==> src/basicTypes.sv <==
package basicTypes;

  localparam int xlen = 32;

  localparam int imemDepth = 64;
  localparam int dmemDepth = 64;

  // Word index widths for the two memories, addressed by byte
  localparam int imemIdxBits = $clog2(imemDepth);
  localparam int dmemIdxBits = $clog2(dmemDepth);

  typedef logic [xlen-1:0] wordT;

  typedef logic [4:0] regAddrT;

  // Where the second ALU operand comes from
  typedef enum logic [1:0] {
    OP_TYPE_REG,
    OP_TYPE_IMM,
    OP_TYPE_NONE
  } opTypeE;

endpackage

==> src/fetchStage.sv <==
`timescale 1ns/10ps

module fetchStage (
  input  logic             clk,
  input  logic             rstN,
  input  logic             run,
  input  logic             stall,
  input  logic             redirect,
  input  basicTypes::wordT redirectPc,
  input  logic             imemWrEn,
  input  basicTypes::wordT imemAddr,  // Byte address
  input  basicTypes::wordT imemData,
  input  logic             predTaken,
  input  basicTypes::wordT predTarget,
  output basicTypes::wordT lookupPc,
  output logic             ifValid,
  output basicTypes::wordT ifPc,
  output basicTypes::wordT ifInstr,
  output logic             ifPredTaken,
  output basicTypes::wordT ifPredTarget
);

  basicTypes::wordT pc;
  basicTypes::wordT nextPc;
  basicTypes::wordT imem [basicTypes::imemDepth];

  assign lookupPc = pc;

  // Redirect beats stall, stall beats prediction
  always_comb begin
    if (!run) nextPc = '0;
    else if (redirect) nextPc = redirectPc;
    else if (stall) nextPc = pc;
    else nextPc = predTarget;  // Already pc+4 when not predicted taken
  end

  always_ff @(posedge clk) begin
    if (imemWrEn && !run) imem[imemAddr[basicTypes::imemIdxBits+1:2]] <= imemData;
  end

  always_ff @(posedge clk or negedge rstN) begin
    if (!rstN) begin
      pc <= '0;
      ifValid <= 1'b0;
    end else begin
      pc <= nextPc;
      if (!run || redirect) ifValid <= 1'b0;
      else if (!stall) ifValid <= 1'b1;
    end
  end

  always_ff @(posedge clk) begin
    if (!stall) begin
      ifPc <= pc;
      ifInstr <= imem[pc[basicTypes::imemIdxBits+1:2]];
      ifPredTaken <= predTaken;
      ifPredTarget <= predTarget;
    end
  end

endmodule

==> config.mk <==
export PLATFORM = sky130hd
export DESIGN_NAME = fetchStage
export DESIGN_NICKNAME = d
export VERILOG_FILES = /design/src/basicTypes.sv /design/src/fetchStage.sv
export SDC_FILE = /design/constraint.sdc
export NUM_CORES = 2
export LEC_CHECK = 0
export BUFFER_PORTS_ARGS = -buffer_cell sky130_fd_sc_hd__buf_2
export CORE_ASPECT_RATIO = 1.5
export CORE_UTILIZATION = 58
export CTS_BUF_LIST = sky130_fd_sc_hd__clkbuf_8
export DETAILED_ROUTE_END_ITERATION = 6
export GPL_ROUTABILITY_DRIVEN = 1
export PLACE_DENSITY = 0.76
export SLEW_MARGIN = 15
export SYNTH_ARGS = -nofsm -noshare
export SYNTH_HDL_FRONTEND = slang
export SYNTH_SLANG_ARGS = --single-unit
==> constraint.sdc <==
create_clock -name clk -period 1.9 [get_ports clk]
set_input_delay 0.475 -clock clk [delete_from_list [all_inputs] [get_ports clk]]
set_output_delay 0.475 -clock clk [all_outputs]
set_load 0.02 [all_outputs]
==> out/qor.csv <==
metric;value;unit
setup_ws;-0.807;ns
minimum_setup_slack_among_reg_to_reg_paths;-0.81;ns
synthToLayoutAreaGrowth;23.6;%
drt_first_pass_iters;6;
die_width;311;µm
register_area;0.0653;mm²
gr-total-overflow;0;
skew;0.0578;ns
floorplan.die_area;0.144;mm²
utilization;0.723;
fillCellCount;7620;
cp_max_fo;8;
synth-edff-count;2145;
coreArea;0.142;mm²
power.leakage;34.0;nW
routed_wl;234000;µm
floorplan.rows;169;
dpl.hpwl;140000;µm
timing.final.crit_period;2.71;ns
layout_worst_path_cycle_share;1.42;
vdd_ir_drop_max;0.766;mV
multiInputGateArea;0.0180;mm²
synth-seq-area-share;0.787;
detailroute.wirelength.met2;118000;µm
slew-limit-headroom;0.194;
grt_max_degree;65;
grt_pass1_wl;328000;µm
cp.required;2.67;ns
async_reset_ff_frac;0.0152;
topRoutingLayerUsed;met5;
pin_count;265;
first_global_vias;47189;
unrepaired_setup_endpoints_after_global_routing;true;
cts_root_buffer;sky130_fd_sc_hd__clkbuf_8;
port_buffers;238;
timing_worst_slew_pin_value;1.21;ns
clkTransAtPathRegs;0.07;ns
drc_violation_count_after_routing;0;
final_common_cell;sky130_fd_sc_hd__edfxtp_1;
routability_driven_placement_congestion_ratio;0.886;
preCtsSetupSlack;-1.02;ns
violations;setup timing;
gr-usage-all-layers;0.323;
path_class;flop to flop;
die_height;465;µm
mappedNetlistArea;0.0828;mm²
num-nets-final;5034;
run_status;finished with violations;
total_number_of_h_tree_levels;5;
final_hold_viol_count;0;
layout-drive-gt1-share;0.392;
ys.flop_type;sky130_fd_sc_hd__edfxtp_1;
endpoint_type_of_the_worst_setup_path;flop;
slew_viol_final;0;
initial_utilization;0.585;
max-clock-path-buffers;4;
power_density;959;mW/mm²
timing.critical_path.from_type;flop;
routed_via_density;6.59;
yosys_register_bits;2178;
max_cap_viol_count;0;
synth_cell_types;45;
num_vias;46136;
detail-route-antenna-nets;0;
fmaxAchievable;369;MHz
post_synth.cell_area_avg;21.8;µm²
synthCells;3797;
most-common-layout-cells;sky130_fd_sc_hd__edfxtp_1 (2145), sky130_fd_sc_hd__mux4_2 (437), sky130_fd_sc_hd__buf_4 (399), sky130_fd_sc_hd__clkbuf_8 (327), sky130_fd_sc_hd__buf_12 (189);
worstSkewPairLatency;1.04;ns
syn-num-nets;3932;
setup_viol;162;
met1Wirelength;75800;µm
cts-buffers-inserted;315;
min_path_type;primary input to flop;
cts_tree;yes;
post_drt_wl_per_cell;33.4;µm
clock_sinks;2178;
detailedRoute.firstIterationViolations;5896;
routed-wl-met3;24000;µm
antenna_found_initial;3;
ys_warn_count;0;
critical_path_arrival;3.48;ns
-- metal layers --
metal  up-vias  track usage
li1      18270            -
met1     23754        0.395
met2      3357        0.537
met3       751       0.0603
met4         4        0.197
met5         -            0
-- power breakdown --
part | internal (mW) | switching, mW | leakage (nW)
Clock | 17.8 | 17.3 | 3.25
Sequential | 53.3 | 0.317 | 19.8
Combinational | 4.31 | 5.17 | 11.0
-- worst max-delay path, cell delays in order, from the launching register on --
cell and delay [ns]:
sky130_fd_sc_hd__dfrtp_4 0.46, sky130_fd_sc_hd__buf_8 0.15, sky130_fd_sc_hd__buf_12 0.14, sky130_fd_sc_hd__buf_12 0.14, sky130_fd_sc_hd__mux4_2 0.54, sky130_fd_sc_hd__a22oi_2 0.23, sky130_fd_sc_hd__nand4_1 0.43, sky130_fd_sc_hd__and3_1 0.34
-- cell type report --
| cell class | instances | share of cell area |
|---|---|---|
| Tap cell | 1881 | 0.0230 |
| Antenna cell | 2 | 0.0000489 |
| Sequential cell | 2178 | 0.637 |
| Multi-Input combinational cell | 1396 | 0.176 |
| Timing Repair Buffer | 1005 | 0.107 |
| Clock inverter | 213 | 0.0121 |
| Clock buffer | 327 | 0.0440 |
| Inverter | 3 | 0.000147 |
-- sequential cells by signal, indices dropped and copies added (netlist names) --
register,count
ifPredTarget,32
ifInstr,32
ifValid,1
imem,2048
ifPc,32
ifPredTaken,1
lookupPc,32
-- synth_stat cells (all sizes together), types with 5 or more instances --
master  number  area share
edfxtp    2145        0.78
mux4       437        0.12
mux2i      180       0.022
nand2      128      0.0058
buf        127       0.011
nor2       109      0.0049
clkbuf      93      0.0042
nand3       76      0.0046
a22oi       69      0.0063
o22ai       53      0.0040
o221ai      47      0.0050
nand4       45      0.0034
o211a       40      0.0048
a21oi       35      0.0021
dfrtp       33       0.010
o21ai       22      0.0013
nor2b       21      0.0016
mux2        20      0.0027
a311oi      15      0.0016
a211oi      14      0.0013
a311o       10      0.0012
nand2b      10     0.00076
nor3        10     0.00060
o22a        10      0.0011
and3         8     0.00060
a221oi       5     0.00053
a31oi        5     0.00038
nor4         5     0.00038
o221a        5     0.00068
-- path summary, 6_finish.rpt --
kind                                           from                       end  depth (start not counted)
max                         lookupPc[2]$_DFFE_PN0P_      ifInstr[7]$_DFFE_PN_                          7
min                                    imemData[14]    imem[50][14]$_DFFE_PP_                          1
max reg2reg                 lookupPc[2]$_DFFE_PN0P_      ifInstr[7]$_DFFE_PN_                          7
min reg2reg                lookupPc[23]$_DFFE_PN0P_        ifPc[23]$_DFFE_PN_                          0
max in group asynchronous                      rstN  lookupPc[19]$_DFFE_PN0P_                          3
min in group asynchronous                      rstN  lookupPc[26]$_DFFE_PN0P_                          2
-- stage by stage --
step | cell area [µm²] | TNS [ns] | cells | power (mW) | hold slack, ns
finish | 102000 | -44.43 | 7005 | 98.2 | 0.0138
global route | 102000 | -51.16 | 7004 | 101 | 0.0146
CTS | 101000 | -51.18 | 6962 | 97.7 | 0.0144
detailed placement | 92100 | -182.17 | 6222 | 62.3 | 0.459
global placement | 92100 | -157.97 | 6222 | 62.1 | 0.449
floorplan | 84100 | -662.83 | 3797 | 58.5 | 0.179
-- kinds of logic after synthesis --
family / synth area share
muxes: 0.143
buffers and inverters: 0.0150
DFF: 0.787
and+or+nand+nor: 0.0239
AOI/OAI and AO/OA: 0.0304
-- what timing repair did --
item                                    in CTS  in global routing
hold buffers                                97                  1
endpoints found under the hold margin      390                 18
buffers inserted                            92                 44
cloned                                      13                  1
endpoints found under the setup margin     162                163
resized for setup                          333                178
pin swaps                                   68                 52
(Power assumes the default switching activity.)
