**src/basicTypes.sv**
```systemverilog
package basicTypes;

  localparam int xlen = 32;

  localparam int imemDepth = 64;
  localparam int dmemDepth = 64;

  // Word index widths for the two memories, addressed by byte
  localparam int imemIdxBits = $clog2(imemDepth);
  localparam int dmemIdxBits = $clog2(dmemDepth);

  typedef logic [xlen-1:0] wordT;

  typedef logic [4:0] regAddrT;

  // Where the second ALU operand comes from
  typedef enum logic [1:0] {
    OP_TYPE_REG,
    OP_TYPE_IMM,
    OP_TYPE_NONE
  } opTypeE;

endpackage

```
**src/pipelineTypes.sv**
```systemverilog
package pipelineTypes;

  // RV32I major opcodes
  typedef enum logic [6:0] {
    OP_REG    = 7'b0110011,
    OP_IMM    = 7'b0010011,
    OP_LOAD   = 7'b0000011,
    OP_STORE  = 7'b0100011,
    OP_BRANCH = 7'b1100011
  } opcodeE;

  typedef enum logic [2:0] {
    ALU_ADD,
    ALU_SUB,
    ALU_AND,
    ALU_OR,
    ALU_XOR,
    ALU_SLT
  } aluOpE;

  typedef enum logic [1:0] {
    BYPASS_NONE,
    BYPASS_EXEC,  // EX/MEM result
    BYPASS_MEM    // MEM/WB result
  } bypassE;

  localparam int btbEntries = 8;
  localparam int btbIndexBits = $clog2(btbEntries);

endpackage

```
**src/hazardController.sv**
```systemverilog
`timescale 1ns/10ps

module hazardController (
  input  basicTypes::opTypeE      decAluOp2Type,
  input  logic                    decUsesRs1,
  input  logic                    decIsStore,
  input  logic                    decIsBranch,
  input  basicTypes::regAddrT     decRs1Addr,
  input  basicTypes::regAddrT     decRs2Addr,
  input  basicTypes::regAddrT     exRdAddr,
  input  logic                    exWEnable,
  input  logic                    exIsForwardable,
  input  basicTypes::regAddrT     memRdAddr,
  input  logic                    memWEnable,
  input  logic                    memIsForwardable,
  input  logic                    exBranchTaken,
  input  logic                    exIsBranchTakenPredicted,
  input  basicTypes::wordT        exPredictedNextPc,
  input  basicTypes::wordT        exIrregPc,
  output pipelineTypes::bypassE   op1BypassCtrl,
  output pipelineTypes::bypassE   op2BypassCtrl,
  output logic                    isDataHazard,
  output logic                    isBranchPredictMiss
);

  logic isRs1DataHazard;
  logic isRs2DataHazard;
  logic usesRs2;

  // Nearest producer wins, so execute is checked before memory
  function automatic pipelineTypes::bypassE pickBypass(
    input  logic                used,
    input  basicTypes::regAddrT rs,
    output logic                hazard
  );
    pickBypass = pipelineTypes::BYPASS_NONE;
    hazard = 1'b0;
    if (used && rs != '0) begin
      if (exWEnable && rs == exRdAddr) begin
        if (exIsForwardable) pickBypass = pipelineTypes::BYPASS_EXEC;
        else hazard = 1'b1;  // Load still in execute
      end else if (memWEnable && rs == memRdAddr) begin
        if (memIsForwardable) pickBypass = pipelineTypes::BYPASS_MEM;
        else hazard = 1'b1;
      end
    end
  endfunction

  assign usesRs2 = decAluOp2Type == basicTypes::OP_TYPE_REG || decIsStore || decIsBranch;

  always_comb begin
    op1BypassCtrl = pickBypass(decUsesRs1, decRs1Addr, isRs1DataHazard);
    op2BypassCtrl = pickBypass(usesRs2, decRs2Addr, isRs2DataHazard);
  end

  assign isDataHazard = isRs1DataHazard || isRs2DataHazard;

  // A taken prediction to the wrong target is a miss as well
  always_comb begin
    if (exBranchTaken != exIsBranchTakenPredicted) begin
      isBranchPredictMiss = 1'b1;
    end else if (exBranchTaken && exIsBranchTakenPredicted &&
                 exPredictedNextPc != exIrregPc) begin
      isBranchPredictMiss = 1'b1;
    end else begin
      isBranchPredictMiss = 1'b0;
    end
  end

endmodule

```
**config.mk**
```make
export PLATFORM = sky130hd
export DESIGN_NAME = hazardController
export DESIGN_NICKNAME = d
export VERILOG_FILES = /design/src/basicTypes.sv /design/src/pipelineTypes.sv /design/src/hazardController.sv
export SDC_FILE = /design/constraint.sdc
export NUM_CORES = 1
export LEC_CHECK = 0
export BUFFER_PORTS_ARGS = -buffer_cell sky130_fd_sc_hd__buf_4
export CAP_MARGIN = 15
export CORE_MARGIN = 5
export CORE_UTILIZATION = 32
export DETAILED_ROUTE_END_ITERATION = 16
export GPL_ROUTABILITY_DRIVEN = 0
export GPL_TIMING_DRIVEN = 0
export PLACE_DENSITY = 0.84
export SLEW_MARGIN = 20
export SYNTH_ARGS = -nofsm -noshare
export SYNTH_HDL_FRONTEND = slang
export SYNTH_SLANG_ARGS = --single-unit
```
**constraint.sdc**
```tcl
create_clock -name vclk -period 2.01
set_input_delay 0.402 -clock vclk [all_inputs]
set_output_delay 0.402 -clock vclk [all_outputs]
set_load 0.05 [all_outputs]
```
==> impl_metrics.json <==
{
  "violations": "negative setup slack",
  "grt_pass1_vias": 1231,
  "antenna_found_initial": 0,
  "final_cell_count_no_fill": 223,
  "regArea_um2": 0,
  "finalSetupViolations": 1,
  "busiest_layer": "met2",
  "pin_count": 101,
  "grtUsageMet3_pct": 10.2,
  "drt_iter0_markers": 26,
  "grt_setup_unrepaired": "yes",
  "fin_setup_tns_ns": -0.0871,
  "dr.pass1.iters": 4,
  "worstHoldPathCells": 4,
  "cp_cell_sequence": "buf_4 -> or4_4 -> o21a_1 -> a32o_2 -> buf_8",
  "synthTopCellsByArea": "xor2_1 (52%), xnor2_1 (11%), nor4_1 (7.8%), nand4_1 (4.3%), o32ai_4 (3.8%)",
  "tightest_slew_ns": 0.321,
  "drv_slew": 0,
  "fin_nets": 293,
  "arrival_ns": 1.70,
  "grt_max_degree": 5,
  "fin_crit_sh_pct": 104,
  "vias_per_cell": 5.02,
  "dieArea_um2": 3320,
  "avgRoutedWirePerCell_um": 15.6,
  "num_antenna_cells": 0,
  "pre_cts_ws_ns": -0.156,
  "area_growth_pct": 121,
  "dp.cells": 221,
  "grt_pass1_wl_um": 5300,
  "fin_ws_ns": -0.0871,
  "power_frac_seq_pct": 0,
  "peakVddDrop_mv": 0.127,
  "worstSetupPathType": "in -> out",
  "p_leak_nw": 0.810,
  "hp-class": "in -> out",
  "met2_usage_pct": 38.7,
  "critPathRequiredTime_ns": 1.61,
  "hpwl_um": 3170,
  "yosys-top-cells-count": "xor2_1 (43), nor4_1 (9), xnor2_1 (9), nand4_1 (5), nor2_1 (5)",
  "cpPeakStageDelay_ns": 0.50,
  "grtUsageMet1_pct": 18.1,
  "die_x_um": 57.6,
  "yosys.area.top_type": "xor2_1",
  "synthCells": 92,
  "yosysWarnings": 0,
  "cp-start-kind": "input pin",
  "initial_core_util_pct": 33.1,
  "routed_wirelength_um": 3480,
  "avgSynthCellArea_um2": 7.89,
  "netlist.area_leader.share_pct": 51.9,
  "endpoint_kind": "primary output",
  "min_to": "op1BypassCtrl[1]",
  "fin_crit_ns": 2.10,
  "cp_max_fo": 3,
  "vias": 1120,
  "synth_cell_type_count": 21,
  "powerDensity_nw_per_um2": 196,
  "hold_start": "memWEnable",
  "crit_slowest_cell": "or4_4",
  "drv_cap": 0,
  "core_um2": 2190,
  "clkbuf_count": 0,
  "syn_area_um2": 726,
  "fmax_ghz": 0.477,
  "grt_overflow": 0,
  "synth_seq_area_share_pct": 0,
  "swShare_pct": 38.7,
  "finalHoldViolations": 0,
  "drc": 0,
  "p_int_w": 0.000193,
  "row_count": 17,
  "synth_most_common_cell": "xor2_1",
  "p_comb_share_pct": 100.0,
  "switchingPower_w": 0.000122,
  "seq_cell_count": 0,
  "die_h_um": 57.6,
  "cts_hold_buf": 0,
  "clkPwrFrac_pct": 0,
  "syn-num-nets": 188,
  "outcome": "finished with violations",
  "numPortBuffers": 101,
  "ant_nets": 0,
  "grtUsageTotal_pct": 19.7,
  "slew-limit-headroom_pct": 78.5,
  "drive_gt1_share_pct": 57.4
}
-- per-layer routing --
layer	wire length (um)	up-vias
met2	1800	88
met3	596	2
met5	0	-
li1	-	535
met1	1060	495
met4	16	0
-- cells by family after synthesis --
kind of cell | after synthesis | synth area share, %
AOI/OAI and AO/OA | 7 | 10.5
and+or+nand+nor | 32 | 25.0
adders and majority gates | 1 | 1.72
xor gates and xnor gates | 52 | 62.8
-- worst max-delay path, delay by kind of cell --
kind                   cells  cell delay [ns]
buffers and inverters      2             0.28
AO/OA/AOI/OAI              2             0.51
AND/OR/NAND/NOR            1             0.50
-- worst max-delay path by stage --
stage          slack, ns          start           end  depth (start not counted)
2_1_floorplan       0.05    exRdAddr[3]  isDataHazard                          5
3_3_place_gp       -0.12  decRs2Addr[1]  isDataHazard                          6
3_5_place_dp       -0.16    exRdAddr[3]  isDataHazard                          7
4_1_cts            -0.08  decRs2Addr[4]  isDataHazard                          7
5_1_grt            -0.11  decRs2Addr[4]  isDataHazard                          7
6_report           -0.09  decRs1Addr[3]  isDataHazard                          5
-- power groups by stage --
stage | Sequential, W | Clock, W | Combinational [W]
after global placement | 0 | 0 | 0.000290
final | 0 | 0 | 0.000315
after CTS | 0 | 0 | 0.000314
after global routing | 0 | 0 | 0.000338
after floorplan | 0 | 0 | 0.000108
after detailed placement | 0 | 0 | 0.000302
-- cell type report --
cell class                 instances  area (um2)
timing repair buffer             103         826
multi-input combinational         92         744
fill                             153         586
tap                               28        35.0
-- cell usage in the layout (no fill, tap or decap), drive strengths merged, types with 2 or more instances in the layout --
master    n
xor2     43
nand2     3
and3      2
nor4      9
xnor2     9
nor2      5
or4       2
buf     103
nor3      3
nand4     5
-- per-stage QoR --
step                hold WS, ns  area, um2  utilization [%]  total power [W]
floorplan                 0.964        728                -         0.000108
global placement           1.19       1520             69.4         0.000290
detailed placement         1.20       1520             69.4         0.000302
CTS                        1.17       1590             72.7         0.000314
global route               1.17       1610             73.3         0.000338
finish                     1.17       1610             73.3         0.000315
-- repair_timing --
item,in CTS,in global routing
pin swaps,8,4
resized for setup,16,4
setup endpoints to repair,5,5
setup buffers,2,0
cloned,0,0
Power figures use the tool's default switching activity.
