<file path="src/basicTypes.sv">
package basicTypes;

  localparam int xlen = 32;

  localparam int imemDepth = 64;
  localparam int dmemDepth = 64;

  // Word index widths for the two memories, addressed by byte
  localparam int imemIdxBits = $clog2(imemDepth);
  localparam int dmemIdxBits = $clog2(dmemDepth);

  typedef logic [xlen-1:0] wordT;

  typedef logic [4:0] regAddrT;

  // Where the second ALU operand comes from
  typedef enum logic [1:0] {
    OP_TYPE_REG,
    OP_TYPE_IMM,
    OP_TYPE_NONE
  } opTypeE;

endpackage

</file>
<file path="src/pipelineTypes.sv">
package pipelineTypes;

  // RV32I major opcodes
  typedef enum logic [6:0] {
    OP_REG    = 7'b0110011,
    OP_IMM    = 7'b0010011,
    OP_LOAD   = 7'b0000011,
    OP_STORE  = 7'b0100011,
    OP_BRANCH = 7'b1100011
  } opcodeE;

  typedef enum logic [2:0] {
    ALU_ADD,
    ALU_SUB,
    ALU_AND,
    ALU_OR,
    ALU_XOR,
    ALU_SLT
  } aluOpE;

  typedef enum logic [1:0] {
    BYPASS_NONE,
    BYPASS_EXEC,  // EX/MEM result
    BYPASS_MEM    // MEM/WB result
  } bypassE;

  localparam int btbEntries = 8;
  localparam int btbIndexBits = $clog2(btbEntries);

endpackage

</file>
<file path="src/branchPredictor.sv">
`timescale 1ns/10ps

module branchPredictor (
  input  logic             clk,
  input  logic             rstN,
  input  basicTypes::wordT lookupPc,
  input  logic             updateEn,
  input  basicTypes::wordT updatePc,
  input  logic             updateTaken,
  input  basicTypes::wordT updateTarget,
  output logic             predTaken,
  output basicTypes::wordT predTarget
);

  logic [pipelineTypes::btbEntries-1:0] takenBits;
  logic [basicTypes::xlen-1:pipelineTypes::btbIndexBits+2] tagArr [pipelineTypes::btbEntries];
  basicTypes::wordT targetArr [pipelineTypes::btbEntries];

  logic [pipelineTypes::btbIndexBits-1:0] lookupIdx;
  logic [pipelineTypes::btbIndexBits-1:0] updateIdx;

  assign lookupIdx = lookupPc[pipelineTypes::btbIndexBits+1:2];
  assign updateIdx = updatePc[pipelineTypes::btbIndexBits+1:2];

  // Hit needs the taken bit and a matching tag
  assign predTaken = takenBits[lookupIdx] &&
                     tagArr[lookupIdx] == lookupPc[basicTypes::xlen-1:pipelineTypes::btbIndexBits+2];
  assign predTarget = predTaken ? targetArr[lookupIdx] : lookupPc + 4;

  always_ff @(posedge clk or negedge rstN) begin
    if (!rstN) begin
      takenBits <= '0;
    end else if (updateEn) begin
      takenBits[updateIdx] <= updateTaken;
    end
  end

  always_ff @(posedge clk) begin
    if (updateEn) begin
      tagArr[updateIdx] <= updatePc[basicTypes::xlen-1:pipelineTypes::btbIndexBits+2];
      targetArr[updateIdx] <= updateTarget;
    end
  end

endmodule

</file>
<file path="config.mk">
export PLATFORM = sky130hd
export DESIGN_NAME = branchPredictor
export DESIGN_NICKNAME = d
export VERILOG_FILES = /design/src/basicTypes.sv /design/src/pipelineTypes.sv /design/src/branchPredictor.sv
export SDC_FILE = /design/constraint.sdc
export NUM_CORES = 1
export LEC_CHECK = 0
export ABC_AREA = 0
export BUFFER_PORTS_ARGS = -buffer_cell sky130_fd_sc_hd__buf_2
export CORE_ASPECT_RATIO = 0.5
export CORE_MARGIN = 2
export CORE_UTILIZATION = 57
export DETAILED_ROUTE_END_ITERATION = 10
export PLACE_DENSITY = 0.76
export SETUP_SLACK_MARGIN = 0.1
export SLEW_MARGIN = 20
export SYNTH_ARGS = -nofsm -noshare
export SYNTH_HDL_FRONTEND = slang
export SYNTH_SLANG_ARGS = --single-unit
</file>
<file path="constraint.sdc">
create_clock -name clk -period 3.8 [get_ports clk]
set_clock_uncertainty 0.05 [all_clocks]
set_input_delay 0.19 -clock clk [delete_from_list [all_inputs] [get_ports clk]]
set_output_delay 0.19 -clock clk [all_outputs]
set_load 0.03 [all_outputs]
</file>
==> run summary <==
outcome: complete, but fails checks
violated checks: negative setup slack
Cells after Synth: 966
Synth async-reset ratio: 1.67%
Mapped Area: 19400 um^2
Boundary Pins: 133
Worst Reg2Reg Path Length in Cells: 1
mean instance size in the synthesized netlist: 20.1 um^2
Final Hold Slack: 236 ps
clock slew at reported path FFs: 60 ps
crit end category: primary output
Unique masters post-synth: 50
Layout Nets: 1321
CP Max Fanout: 16
final hold violation count: 0
fin. max-slew vios: 0
PD cells: 479 nW/um^2
vias in the first global route: 11300
global-route wire length before repair: 70.0 mm
Combinational Power Share: 8.8%
Worst Path Arrival: 3640 ps
fraction of power consumed by the clock network: 37.9%
Setup WS post-layout: -78.0 ps
die footprint: 35600 um^2
Slew headroom: 41.6%
Post-DP Area: 20900 um^2
dpl hpwl: 25.6 mm
PnR Total Power: 0.0114 W
syn nets: 1067
Post-synth top flop: edfxtp_1
largest net degree at the start of global routing: 46
remaining global-route overflow: 0
Peak VDD IR: 371 uV
Setup TNS: -439 ps
gp weighted congestion: 0.932
CTS buffer count: 42
Max clock buf depth: 3
row count: 47
data required time of the critical path: 3560 ps
FMAX: 258 MHz
initial DRC count: 990
vias per inst: 6.32
Yosys Warn Count: 0
Final Cycle Share: 102%
Crit. Startpoint: tagArr[2][17]
Via Count: 10700
Setup crit start kind: register
kind of critical path: reg -> out
Hold Crit Endpoint: tagArr[1][9]
ANT nets after route: 0
Core ar.: 33300 um^2
Reg2Reg Launch Point: takenBits[5]
Hold Path Origin: updatePc[3]
drt wl/cell: 28.2 um
Worst-Skew Late Latency: 550 ps
unrepaired setup endpoints after global routing: yes
IO Port Bufs: 130
Root Buffer: clkbuf_16
switching power total: 0.00250 W
number of enable flip-flop cells after synthesis: 472
internal power: 0.00888 W
die height: 134 um
post-route cell area: 23800 um^2
Setup WS pre-CTS: 77.6 ps
Total Routing Usage GR: 27.0%
Worst Max-Slew Pin Slew: 876 ps
Critical R2R Capture: takenBits[5]
crit path time final: 3880 ps
TritonCTS clock tree: done
sequential cell area fraction in the yosys report: 74.1%
DRC viols: 0
antenna violations before repair: 3
commonest non-fill, non-tap cell in the layout: edfxtp_1
initial core utilization: 58.3%
Final setup viols: 13
cell leakage power: 7.98 nW
total wire length: 47.8 mm
sequential share of power: 53.3%
Yosys reg bits: 480
maxcap violations: 0
most frequent cells in the layout: edfxtp_1 (472), mux4_2 (111), buf_2 (96), dlygate4sd3_1 (62), buf_4 (51)
DR pass1 iterations: 5
Die W: 265 um
Hold Path Class: in -> reg
H-tree depth: 2
R2R setup slack: 3000 ps
fraction of layout cells with a size suffix above 1: 36.7%
Filler cells: 1931
synth-to-layout area growth: 22.5%
Hold Path Stages: 3
Sw Share: 22.0%
CTS Sinks: 480
power by group through the flow:
stage | registers [W] | logic (W) | clock network, W
2_1_floorplan | 0.00616 | 0.000502 | 0
4_1_cts | 0.00606 | 0.000960 | 0.00434
3_3_place_gp | 0.00615 | 0.000822 | 0
6_report | 0.00606 | 0.00100 | 0.00431
3_5_place_dp | 0.00617 | 0.000840 | 0
5_1_grt | 0.00607 | 0.00106 | 0.00455
flip-flops by register name, indices dropped and copies added, names as in the netlist:
signal	cells
tagArr	216
targetArr	256
takenBits	8
worst max path at each step:
stage | to | slack [ps] | cells past startpoint
finish | predTarget[20] | -80 | 11
CTS | predTarget[1] | -80 | 13
detailed placement | predTarget[6] | 80 | 12
floorplan | takenBits[6] | 220 | 3
global route | predTarget[20] | -120 | 11
global placement | predTarget[4] | 100 | 12
layout make-up:
cell class / instances / area (um^2) / share of cell area (%)
diodes: 3 / 7.51 / 0.0316
clock buffers: 49 / 1140 / 4.80
clock inverters: 28 / 230 / 0.969
inverters: 2 / 7.51 / 0.0316
multi-input cells: 440 / 5290 / 22.2
flip-flops and latches: 480 / 14400 / 60.5
well taps: 441 / 552 / 2.32
repair buffers: 254 / 2170 / 9.13
cells in the mapped netlist, types with 3 or more instances:
cell type	n	share of area (%)
a211oi_1	7	0.27
nand2_1	29	0.56
and2_1	11	0.35
a21oi_1	29	0.75
xor2_1	27	1.2
a22o_1	3	0.14
or4_1	3	0.12
nand3_1	12	0.31
nor2b_1	4	0.13
nand4_1	6	0.19
clkbuf_1	9	0.17
nor3_1	14	0.36
and4_1	6	0.27
dfrtp_1	8	1.0
buf_4	5	0.19
and3_1	7	0.23
buf_2	15	0.39
or3_1	3	0.097
buf_1	11	0.21
mux2i_1	51	2.6
o22ai_1	3	0.097
nor2_1	45	0.87
edfxtp_1	472	73
buf_6	4	0.23
xnor2_1	20	0.90
o21a_1	4	0.15
mux4_2	111	13
mux2_2	15	0.87
a31oi_1	3	0.097
nand2b_1	5	0.16
metrics by stage:
step / cells / utilization, %
2_1_floorplan: 966 / -
5_1_grt: 1697 / 71.4
3_3_place_gp: 1536 / 62.7
6_report: 1697 / 71.4
4_1_cts: 1691 / 70.6
3_5_place_dp: 1536 / 62.7
kinds of logic (layout without fill, tap and decap cells):
logic type / after synthesis / count (layout) / share of synthesized area, %
buf+inv: 46 / 333 / 1.24
flops: 480 / 480 / 74.1
other cells: 0 / 3 / 0
simple gates: 154 / 154 / 4.02
mux: 178 / 178 / 16.5
xor+xnor: 47 / 47 / 2.12
compound gates: 60 / 60 / 2.00
fa+ha+maj: 1 / 1 / 0.0645
routing by layer:
metal | track usage [%] | vias to the layer above | wire [um]
li1 | - | 4464 | -
met1 | 35.7 | 5611 | 18600
met2 | 45.5 | 564 | 24100
met3 | 5.22 | 86 | 3950
met4 | 10.4 | 0 | 1180
met5 | 0 | - | 0
worst max-delay path: stages (launching register included):
cell	delay (ps)
edfxtp_1	410
mux4_2	530
mux2i_4	230
xor2_2	210
buf_4	160
nand3_2	70
or4_4	450
or3_4	360
buf_12	170
a211oi_1	180
a21oi_1	110
buf_4	190
timing repair:
action,CTS,global route
setup buffers,11,2
hold buffers,62,0
endpoints found under the hold margin,488,0
pin swaps,18,7
endpoints found under the setup margin,33,33
gates cloned,5,1
resized for setup,111,54
Note: power is estimated with default switching activity, not from simulation.
