File: config.mk
export PLATFORM = sky130hd
export DESIGN_NAME = executeStage
export DESIGN_NICKNAME = d
export VERILOG_FILES = /design/src/basicTypes.sv /design/src/pipelineTypes.sv /design/src/executeStage.sv
export SDC_FILE = /design/constraint.sdc
export NUM_CORES = 1
export LEC_CHECK = 0
export ABC_AREA = 1
export BUFFER_PORTS_ARGS = -buffer_cell sky130_fd_sc_hd__buf_2
export CELL_PAD_IN_SITES_DETAIL_PLACEMENT = 2
export CELL_PAD_IN_SITES_GLOBAL_PLACEMENT = 2
export CORE_ASPECT_RATIO = 0.5
export CORE_MARGIN = 2
export CORE_UTILIZATION = 26
export DETAILED_ROUTE_END_ITERATION = 10
export PLACE_DENSITY = 0.87
export SLEW_MARGIN = 5
export SYNTH_ARGS = -nofsm -noshare
export SYNTH_HDL_FRONTEND = slang
export SYNTH_SLANG_ARGS = --single-unit
File: constraint.sdc
create_clock -name clk -period 2.61 [get_ports clk]
set_input_delay 0.1305 -clock clk [delete_from_list [all_inputs] [get_ports clk]]
set_output_delay 0.1305 -clock clk [all_outputs]
set_load 0.01 [all_outputs]
File: src/basicTypes.sv
package basicTypes;

  localparam int xlen = 32;

  localparam int imemDepth = 64;
  localparam int dmemDepth = 64;

  // Word index widths for the two memories, addressed by byte
  localparam int imemIdxBits = $clog2(imemDepth);
  localparam int dmemIdxBits = $clog2(dmemDepth);

  typedef logic [xlen-1:0] wordT;

  typedef logic [4:0] regAddrT;

  // Where the second ALU operand comes from
  typedef enum logic [1:0] {
    OP_TYPE_REG,
    OP_TYPE_IMM,
    OP_TYPE_NONE
  } opTypeE;

endpackage

File: src/pipelineTypes.sv
package pipelineTypes;

  // RV32I major opcodes
  typedef enum logic [6:0] {
    OP_REG    = 7'b0110011,
    OP_IMM    = 7'b0010011,
    OP_LOAD   = 7'b0000011,
    OP_STORE  = 7'b0100011,
    OP_BRANCH = 7'b1100011
  } opcodeE;

  typedef enum logic [2:0] {
    ALU_ADD,
    ALU_SUB,
    ALU_AND,
    ALU_OR,
    ALU_XOR,
    ALU_SLT
  } aluOpE;

  typedef enum logic [1:0] {
    BYPASS_NONE,
    BYPASS_EXEC,  // EX/MEM result
    BYPASS_MEM    // MEM/WB result
  } bypassE;

  localparam int btbEntries = 8;
  localparam int btbIndexBits = $clog2(btbEntries);

endpackage

File: src/executeStage.sv
`timescale 1ns/10ps

module executeStage (
  input  logic                  clk,
  input  logic                  rstN,
  input  logic                  idValid,
  input  basicTypes::wordT      idPc,
  input  pipelineTypes::aluOpE  idAluOp,
  input  pipelineTypes::opcodeE idOpcode,
  input  basicTypes::wordT      idRs1Data,
  input  basicTypes::wordT      idRs2Data,
  input  basicTypes::wordT      idImm,
  input  basicTypes::regAddrT   idRdAddr,
  input  logic                  idRdWrEn,
  input  pipelineTypes::bypassE idByp1,
  input  pipelineTypes::bypassE idByp2,
  input  logic                  idPredTaken,
  input  basicTypes::wordT      idPredTarget,
  input  logic                  idBranchNe,
  input  basicTypes::wordT      exMemResult,
  input  basicTypes::wordT      memWbResult,
  output basicTypes::regAddrT   exRdAddr,
  output logic                  exWEnable,
  output logic                  exIsForwardable,
  output logic                  exBranchTaken,
  output logic                  exIsBranchTakenPredicted,
  output basicTypes::wordT      exPredictedNextPc,
  output basicTypes::wordT      exIrregPc,
  output logic                  exIsBranch,
  output logic                  emValid,
  output basicTypes::wordT      emPc,
  output basicTypes::wordT      emResult,
  output basicTypes::wordT      emStoreData,
  output logic                  emIsLoad,
  output logic                  emIsStore,
  output basicTypes::regAddrT   emRdAddr,
  output logic                  emRdWrEn
);

  basicTypes::wordT op1;
  basicTypes::wordT op2;
  basicTypes::wordT aluB;
  basicTypes::wordT aluOut;
  basicTypes::wordT seqPc;

  function automatic basicTypes::wordT bypassMux(
    input pipelineTypes::bypassE sel,
    input basicTypes::wordT      regData
  );
    case (sel)
      pipelineTypes::BYPASS_EXEC: bypassMux = exMemResult;
      pipelineTypes::BYPASS_MEM:  bypassMux = memWbResult;
      default:                    bypassMux = regData;
    endcase
  endfunction

  always_comb begin
    op1 = bypassMux(idByp1, idRs1Data);
    op2 = bypassMux(idByp2, idRs2Data);
  end

  assign aluB = (idOpcode == pipelineTypes::OP_REG) ? op2 : idImm;

  always_comb begin
    case (idAluOp)
      pipelineTypes::ALU_SUB: aluOut = op1 - aluB;
      pipelineTypes::ALU_AND: aluOut = op1 & aluB;
      pipelineTypes::ALU_OR:  aluOut = op1 | aluB;
      pipelineTypes::ALU_XOR: aluOut = op1 ^ aluB;
      pipelineTypes::ALU_SLT: aluOut = {{(basicTypes::xlen-1){1'b0}}, $signed(op1) < $signed(aluB)};
      default:                aluOut = op1 + aluB;  // Also the load/store address
    endcase
  end

  assign seqPc = idPc + 4;
  assign exIsBranch = idValid && idOpcode == pipelineTypes::OP_BRANCH;
  assign exBranchTaken = exIsBranch && ((op1 == op2) != idBranchNe);
  assign exIsBranchTakenPredicted = idValid && idPredTaken;
  assign exPredictedNextPc = idPredTaken ? idPredTarget : seqPc;
  assign exIrregPc = exBranchTaken ? idPc + idImm : seqPc;

  assign exRdAddr = idRdAddr;
  assign exWEnable = idValid && idRdWrEn;
  assign exIsForwardable = idOpcode != pipelineTypes::OP_LOAD;  // Load data comes a stage later

  always_ff @(posedge clk or negedge rstN) begin
    if (!rstN) begin
      emValid <= 1'b0;
      emIsLoad <= 1'b0;
      emIsStore <= 1'b0;
      emRdWrEn <= 1'b0;
    end else begin
      emValid <= idValid;
      emIsLoad <= idValid && idOpcode == pipelineTypes::OP_LOAD;
      emIsStore <= idValid && idOpcode == pipelineTypes::OP_STORE;
      emRdWrEn <= idValid && idRdWrEn;
    end
  end

  always_ff @(posedge clk) begin
    emPc <= idPc;
    emResult <= aluOut;
    emStoreData <= op2;
    emRdAddr <= idRdAddr;
  end

endmodule

==> results of run 1 <==
-- metal layers --
metal	GRT usage, %	GRT overflow
met5	56.3	8
met4	92.4	181
met3	77.4	18
met2	99.9	251
met1	83.4	19
-- through the flow --
| stage | area [um2] | hold slack, ns | utilization, % |
|---|---|---|---|
| CTS | 23000 | 0.00632 | 44.6 |
| detailed placement | 20000 | -0.0351 | 38.7 |
| global placement | 20000 | -0.0568 | 38.7 |
| floorplan | 13700 | -0.165 | - |
-- synthesized netlist by cell type (17+ instances only) --
library cell | count | share of area (%)
o21bai_1 | 17 | 0.94
nand2_1 | 779 | 22
inv_1 | 297 | 8.2
dfxtp_1 | 101 | 15
nand4_1 | 48 | 2.2
xor2_1 | 44 | 2.8
or2_2 | 32 | 1.5
a21oi_1 | 148 | 5.5
o21ai_0 | 121 | 4.5
ha_1 | 132 | 12
nor3_1 | 24 | 0.89
clkbuf_1 | 53 | 1.5
o21ai_1 | 20 | 0.74
nor2_1 | 193 | 5.4
buf_2 | 21 | 0.78
o22ai_1 | 20 | 0.92
nand3_1 | 197 | 7.3
-- cells by family after synthesis --
kind of cell / count (synthesis) / synth area share [%]
and+or+nand+nor: 1306 / 40.6
xor gates and xnor gates: 60 / 3.88
DFF: 105 / 15.7
buffers and inverters: 397 / 11.7
adders and majority gates: 135 / 12.6
AOI/OAI and AO/OA: 377 / 15.5
-- what timing repair did --
| item | CTS |
|---|---|
| cloned | 11 |
| resized for setup | 484 |
| setup endpoints to repair | 64 |
| endpoints found under the hold margin | 40 |
| pin swaps | 84 |
| buffers inserted | 64 |
| hold buffers | 37 |
==> reports/metrics.cfg, run 1 <==
[global_route]
grt_max_degree=36
antenna_found_initial=51
gr-total-overflow=477
grt_usage_pct=86.9

[logic_synthesis]
syn_inst=2380
synthDistinctLibCells=50
async_flop_share_pct=3.81
synth_seq_area_share_pct=15.7
ys_dominant_reg_cell=dfxtp_1
netlist_area_um2=13500
synth_edf_count=0
synth-seq-cells=105
yosysWarnings=0
syn_nets=2764
syn_avg_cell_area_um2=5.69

[clock_network]
clk_path_buf_depth=2
h-tree-depth=3
cts.sinks=105
cts_buffers=9
clockRootBuffer=clkbuf_16

[placed_design]
place_congestion=1.00
place_inst=3900
dp_slack_ns=-1.42
hpwl_um=86800
portBuffers=427

[floorplan]
initial_core_util_pct=26.2
rows=59
ios=428
die_h_um=165
dieWidth_um=327

[sta]
endpoint_type=output port
crit_endpoint=exIrregPc[15]

[outcome]
failing_step=5_1_grt
outcome=did not finish
error_line=[ERROR GRT-0232] Routing congestion too high. Check the congestion heatmap in the GUI.

==> run 2: changes to the inputs <==
- CELL_PAD_IN_SITES_DETAIL_PLACEMENT: 2 -> unset
- CELL_PAD_IN_SITES_GLOBAL_PLACEMENT: 2 -> unset
- CORE_ASPECT_RATIO: 0.5 -> unset
- CORE_UTILIZATION: 26 -> 20
- PLACE_DENSITY: 0.87 -> unset
- PLACE_DENSITY_LB_ADDON: unset -> 0.15
==> run 2 against run 1 <==
  * The flow now finishes, with violations (setup timing)
  * Synthesized cell count unchanged
  * Area after synthesis did not move
==> reports/metrics.cfg, run 2 <==
[floorplan]
die_h_um=264
ios=428
coreArea_um2=67000
dieWidth_um=264
die-area_um2=69800
rows=95
initial_core_util_pct=20.2

[clock_network]
h-tree-depth=3
cts_tree=done
clk_path_buf_depth=2
cts.sinks=105
clockRootBuffer=clkbuf_16
cts.clk_slew.worst_paths_ns=0.09
cts_buffers=9

[logic_synthesis]
syn_avg_cell_area_um2=5.69
synth_top_cell_area_share_pct=21.6
syn_inst=2380
syn_nets=2764
yosysWarnings=0
yosysMostFrequentCell=nand2_1
netlist_area_um2=13500
synth_edf_count=0
synth-seq-cells=105
async_flop_share_pct=3.81
synthDistinctLibCells=50
synth_top_cell_by_area=nand2_1
ys_dominant_reg_cell=dfxtp_1
synthTopCellsByArea=nand2_1 (22%), dfxtp_1 (15%), ha_1 (12%)
synth_common_cells=nand2_1 (779), inv_1 (297), nand3_1 (197)
synth_seq_area_share_pct=15.7

[worst_setup_path]
critPathMaxFanout=18
critical-path-top-delay-family=buffers and inverters
required_ns=2.48
startpoint_type=primary input
cp_slowest_cell=ha_4
crit_chain=buf_4 -> ha_4 -> inv_12 -> buf_12 -> buf_4 -> nand3_1 -> nand2_1 -> inv_1 -> buf_4 -> nand2_1 -> nand2_1 -> nand2_2 -> nor2_4 -> nand2_2 -> nor2_4 -> buf_6 -> nand2_4 -> nand2_4 -> nand3_4 -> buf_12 -> buf_16 -> nand2_1 -> nand2_1 -> buf_2
critPathBufInv=10
cp_common_cell=nand2_1
path_class=primary input to output port
worstSetupEndpointType=output port
max_stage_delay_ns=0.30
arrival_ns=2.87

[drt]
drt_iter0_markers=1143
antenna_left=0
vias=19300
drt-total-wl_um=85900
dr.pass1.iters=6
drt-wirelength-per-cell_um=20.3
drc=0
avgViaCountPerCell=4.57

[sta]
setup_violations=57
timing.final.crit_share_pct=115
slew_headroom_pct=49.6
rsz0062_at_grt=true
tns_ns=-13.61
final.setup.worst_slack_ns=-0.394
finalHoldViolations=0
worst_slew_pin_slew_ns=0.755
min_period_ns=3.00
clock.fmax_mhz=333
final_max_slew_viol_count=0

[final_layout]
final_cell_mix=nand2_1 (706), buf_4 (527), buf_2 (413)
fin_cells=4225
layout-area-overhead-vs-synth_pct=73.0
layout.nets=3729
drive_gt1_share_pct=41.0
final_common_cell=nand2_1
final_area_um2=23400
largestRegisters=emPc: 32 flops, emResult: 32 flops, emStoreData: 32 flops

[flow_run]
max_cap_violations=0

[placed_design]
place_inst=4117
dp_slack_ns=-1.22
hpwl_um=71300
place_congestion=0.961
portBuffers=427
place_area_um2=20600

[power]
swShare_pct=45.8
p_sw_mw=4.69
power_density_nw_per_um2=438
seqPwrFrac_pct=18.6
internal_power_mw=5.56
leakagePower_nw=12.3
combPwrFrac_pct=66.7
peakVddDrop_uv=390
p_clk_share_pct=14.8
finalPower_mw=10.3

[min_path]
hold_path_class=primary input to flip-flop

[global_route]
gr-total-overflow=0
grt_usage_pct=23.8
grt_max_degree=36
grt_pass1_vias=19700
antenna_found_initial=11
grt_pass1_wl_um=123000

[outcome]
violations=setup timing
outcome=complete, but fails checks

-- run 2: cell counts after synthesis --
Identical to the previous run, type by type.
-- run 2: timing repair --
item / in CTS / in global routing
gates cloned: 8 / 2
gates resized for setup: 199 / 262
pin swaps: 54 / 64
setup buffers: 27 / 16
setup endpoints to repair: 62 / 68
hold buffers: 39 / 0
endpoints found under the hold margin: 42 / 0
-- run 2: area by class of cell --
cell class,count,area (um2)
antenna,2,5.00
clock buffer,12,246
clock inverter,4,35.0
fill,7586,43600
inverter,307,1180
multi-input combinational,1878,11200
sequential,105,2120
tap,873,1090
timing repair buffer,1044,7500
-- run 2: metal layers --
| layer | global-route usage [%] | routed length (um) |
|---|---|---|
| met1 | 29.9 | 37600 |
| met2 | 41.8 | 41300 |
| met3 | 3.25 | 4000 |
| met4 | 7.46 | 2850 |
| met5 | 0 | 86 |
-- run 2: power groups by stage --
stage | Clock (mW) | Sequential, mW | Combinational [mW]
floorplan | 0 | 2.05 | 2.51
global placement | 0 | 1.96 | 5.91
detailed placement | 0 | 1.95 | 5.90
CTS | 1.58 | 1.92 | 6.37
global route | 1.63 | 1.93 | 7.39
finish | 1.51 | 1.91 | 6.84
-- run 2: cells by family (layout without fill, tap and decap cells) --
family,count (synthesis),in the layout,share of synthesized area (%)
and+or+nand+nor,1306,1306,40.6
buffers and inverters,397,1367,11.7
AOI/OAI and AO/OA,377,377,15.5
adders and majority gates,135,135,12.6
DFF,105,105,15.7
xor gates and xnor gates,60,60,3.88
other,0,2,0
-- run 2: through the flow --
| stage | hold slack [ns] | util (%) |
|---|---|---|
| finish | 0.0360 | 34.9 |
| global route | 0.0343 | 34.9 |
| CTS | 0.00292 | 33.3 |
| detailed placement | -0.0503 | 30.7 |
| global placement | -0.0550 | 30.7 |
| floorplan | -0.165 | - |
-- run 2: final timing paths --
path	startpoint	endpoint	slack [ns]	cells after the start
min	idPc[19]	emPc[19]	0.04	2
min in group asynchronous	rstN	emRdWrEn	0.06	2
max	idByp2[1]	exIrregPc[30]	-0.39	24
max in group asynchronous	rstN	emIsLoad	2.43	2
No activity file was read; power rests on OpenSTA's default activity.
==> run 3: changes to the inputs <==
==> constraint.sdc (replaced) <==
create_clock -name clk -period 2.61 [get_ports clk]
set_input_delay 0.522 -clock clk [delete_from_list [all_inputs] [get_ports clk]]
set_output_delay 0.522 -clock clk [all_outputs]
set_load 0.01 [all_outputs]
==> run 3 against run 2 <==
  * The flow still finishes with violations (setup timing)
  * Routed wire length increased by 2.6%
  * Utilization increased by 4.1 points
  * Flip-flop and latch count stayed put
  * Clock-buffer cell count down 1
  * Non-clock buffer count increased by 147
  * Sequential power is essentially flat
  * Global-route usage rose by 0.78 points
  * Critical path type unchanged
  * Critical endpoint is now exIrregPc[25]
==> reports/metrics.cfg, run 3 (synthesis results as in run 2) <==
[drt]
vias=20000
dr.pass1.iters=5
avgViaCountPerCell=4.56
drt-wirelength-per-cell_um=20.1
drt_iter0_markers=1081
drc=0
antenna_left=0
drt-total-wl_um=88100

[final_layout]
final_common_cell=buf_4
num-fill-cells=7265
final_cell_mix=buf_4 (664), nand2_1 (614), buf_2 (375)
largestRegisters=emPc: 32 flops, emResult: 32 flops, emStoreData: 32 flops
drive_gt1_share_pct=49.6
fin_cells=4378
layout-area-overhead-vs-synth_pct=93.4
layout.nets=3879
final_area_um2=26200
fin_util_pct=39.0

[sta]
tns_ns=-53.77
timing.final.crit_share_pct=141
finalHoldViolations=0
final_max_slew_viol_count=0
setup_violations=78
worst_slew_pin_slew_ns=0.731
clock.fmax_mhz=272
rsz0062_at_grt=true
min_period_ns=3.68
slew_headroom_pct=51.3
final.setup.worst_slack_ns=-1.07

[clock_network]
cts.sinks=105
cts_tree=done
clk_path_buf_depth=2
clockRootBuffer=clkbuf_16
h-tree-depth=3
cts.clk_slew.worst_paths_ns=0.10
cts_buffers=9

[outcome]
violations=setup timing
outcome=complete, but fails checks

[global_route]
gr-total-overflow=0
antenna_found_initial=9
grt_pass1_vias=20900
grt_usage_pct=24.6
grt_pass1_wl_um=128000
grt_max_degree=31

[placed_design]
place_area_um2=21800
portBuffers=427
place_congestion=0.963
hpwl_um=72300
place_inst=4246

[floorplan]
coreArea_um2=67000
die-area_um2=69800
dieWidth_um=264
ios=428
initial_core_util_pct=20.2
rows=95
die_h_um=264

[worst_setup_path]
startpoint_type=primary input
worstSetupEndpointType=output port
arrival_ns=3.16
path_class=primary input to output port
required_ns=2.09
critPathMaxFanout=7

[min_path]
hold_path_class=primary input to flip-flop
min_path_cells=1

[power]
power_density_nw_per_um2=422
leakagePower_nw=13.5
peakVddDrop_uv=363

[flow_run]
max_cap_violations=0

==> run 3: cell count changes in the layout (fill, tap and decap cells not counted), sizes merged <==
cell | previous run | this run
bufbuf | 1 | 2
buf | 1002 | 1183
clkinv | 1 | 3
clkinvlp | 2 | 0
clkbuf | 14 | 16
dlygate4sd3 | 39 | 1
inv | 308 | 312
diode | 2 | 5
==> run 3: final timing paths <==
kind | from | slack [ns] | end
setup / recovery | idByp2[1] | -1.07 | exIrregPc[25]
hold / removal | idRdAddr[1] | 0.21 | emRdAddr[1]
max in group asynchronous | rstN | 2.06 | emIsLoad
min in group asynchronous | rstN | 0.43 | emIsStore
==> run 3: layout make-up <==
cell class	count	area [um2]	area share, %
timing repair inverter	3	36.3	0.139
clock buffer	11	243	0.928
clock inverter	5	45.0	0.172
antenna	5	12.5	0.0478
tap	873	1090	4.17
sequential	105	2120	8.11
inverter	307	1190	4.55
timing repair buffer	1191	8920	34.1
multi-input combinational	1878	12500	47.8
==> run 3: report_power, final <==
group	internal (mW)	switching [mW]
sequential	1.83	0.0886
combinational	3.49	4.05
clock	0.697	0.873
==> run 3: timing repair <==
action | CTS | global route
hold endpoints to repair | 4 | 0
resized for setup | 582 | 171
endpoints found under the setup margin | 82 | 86
gates cloned | 8 | 3
pin swaps | 151 | 99
buffers inserted | 90 | 33
hold buffers | 1 | 0
==> run 3: per-stage QoR <==
step	setup slack [ns]	hold slack [ns]	total power [mW]
5_1_grt	-1.17	0.198	11.8
6_report	-1.07	0.209	11.0
4_1_cts	-0.975	0.180	10.8
3_3_place_gp	-1.60	0.339	8.15
2_1_floorplan	-0.537	0.226	4.63
3_5_place_dp	-1.57	0.336	8.15
==> run 3: metal layers <==
metal | wire [um] | GRT usage [%] | vias up
li1 | - | - | 9902
met1 | 37300 | 30.3 | 9364
met2 | 43500 | 44.0 | 604
met3 | 4850 | 3.48 | 104
met4 | 2420 | 7.28 | 4
met5 | 18 | 0 | -
==> run 3: critical path, stage by stage <==
cell,delay [ns]
buf_12,0.11
ha_4,0.32
inv_12,0.07
buf_12,0.14
buf_8,0.13
or2_4,0.23
nand2_4,0.06
buf_6,0.09
nand2_2,0.04
nand2_2,0.08
nand2_2,0.05
nor2_2,0.11
nand2_2,0.10
nor2_4,0.12
buf_6,0.13
nand2_4,0.06
nand2_8,0.08
nand3_4,0.19
clkbuf_16,0.26
nand2_2,0.07
nand2_2,0.06
buf_6,0.12
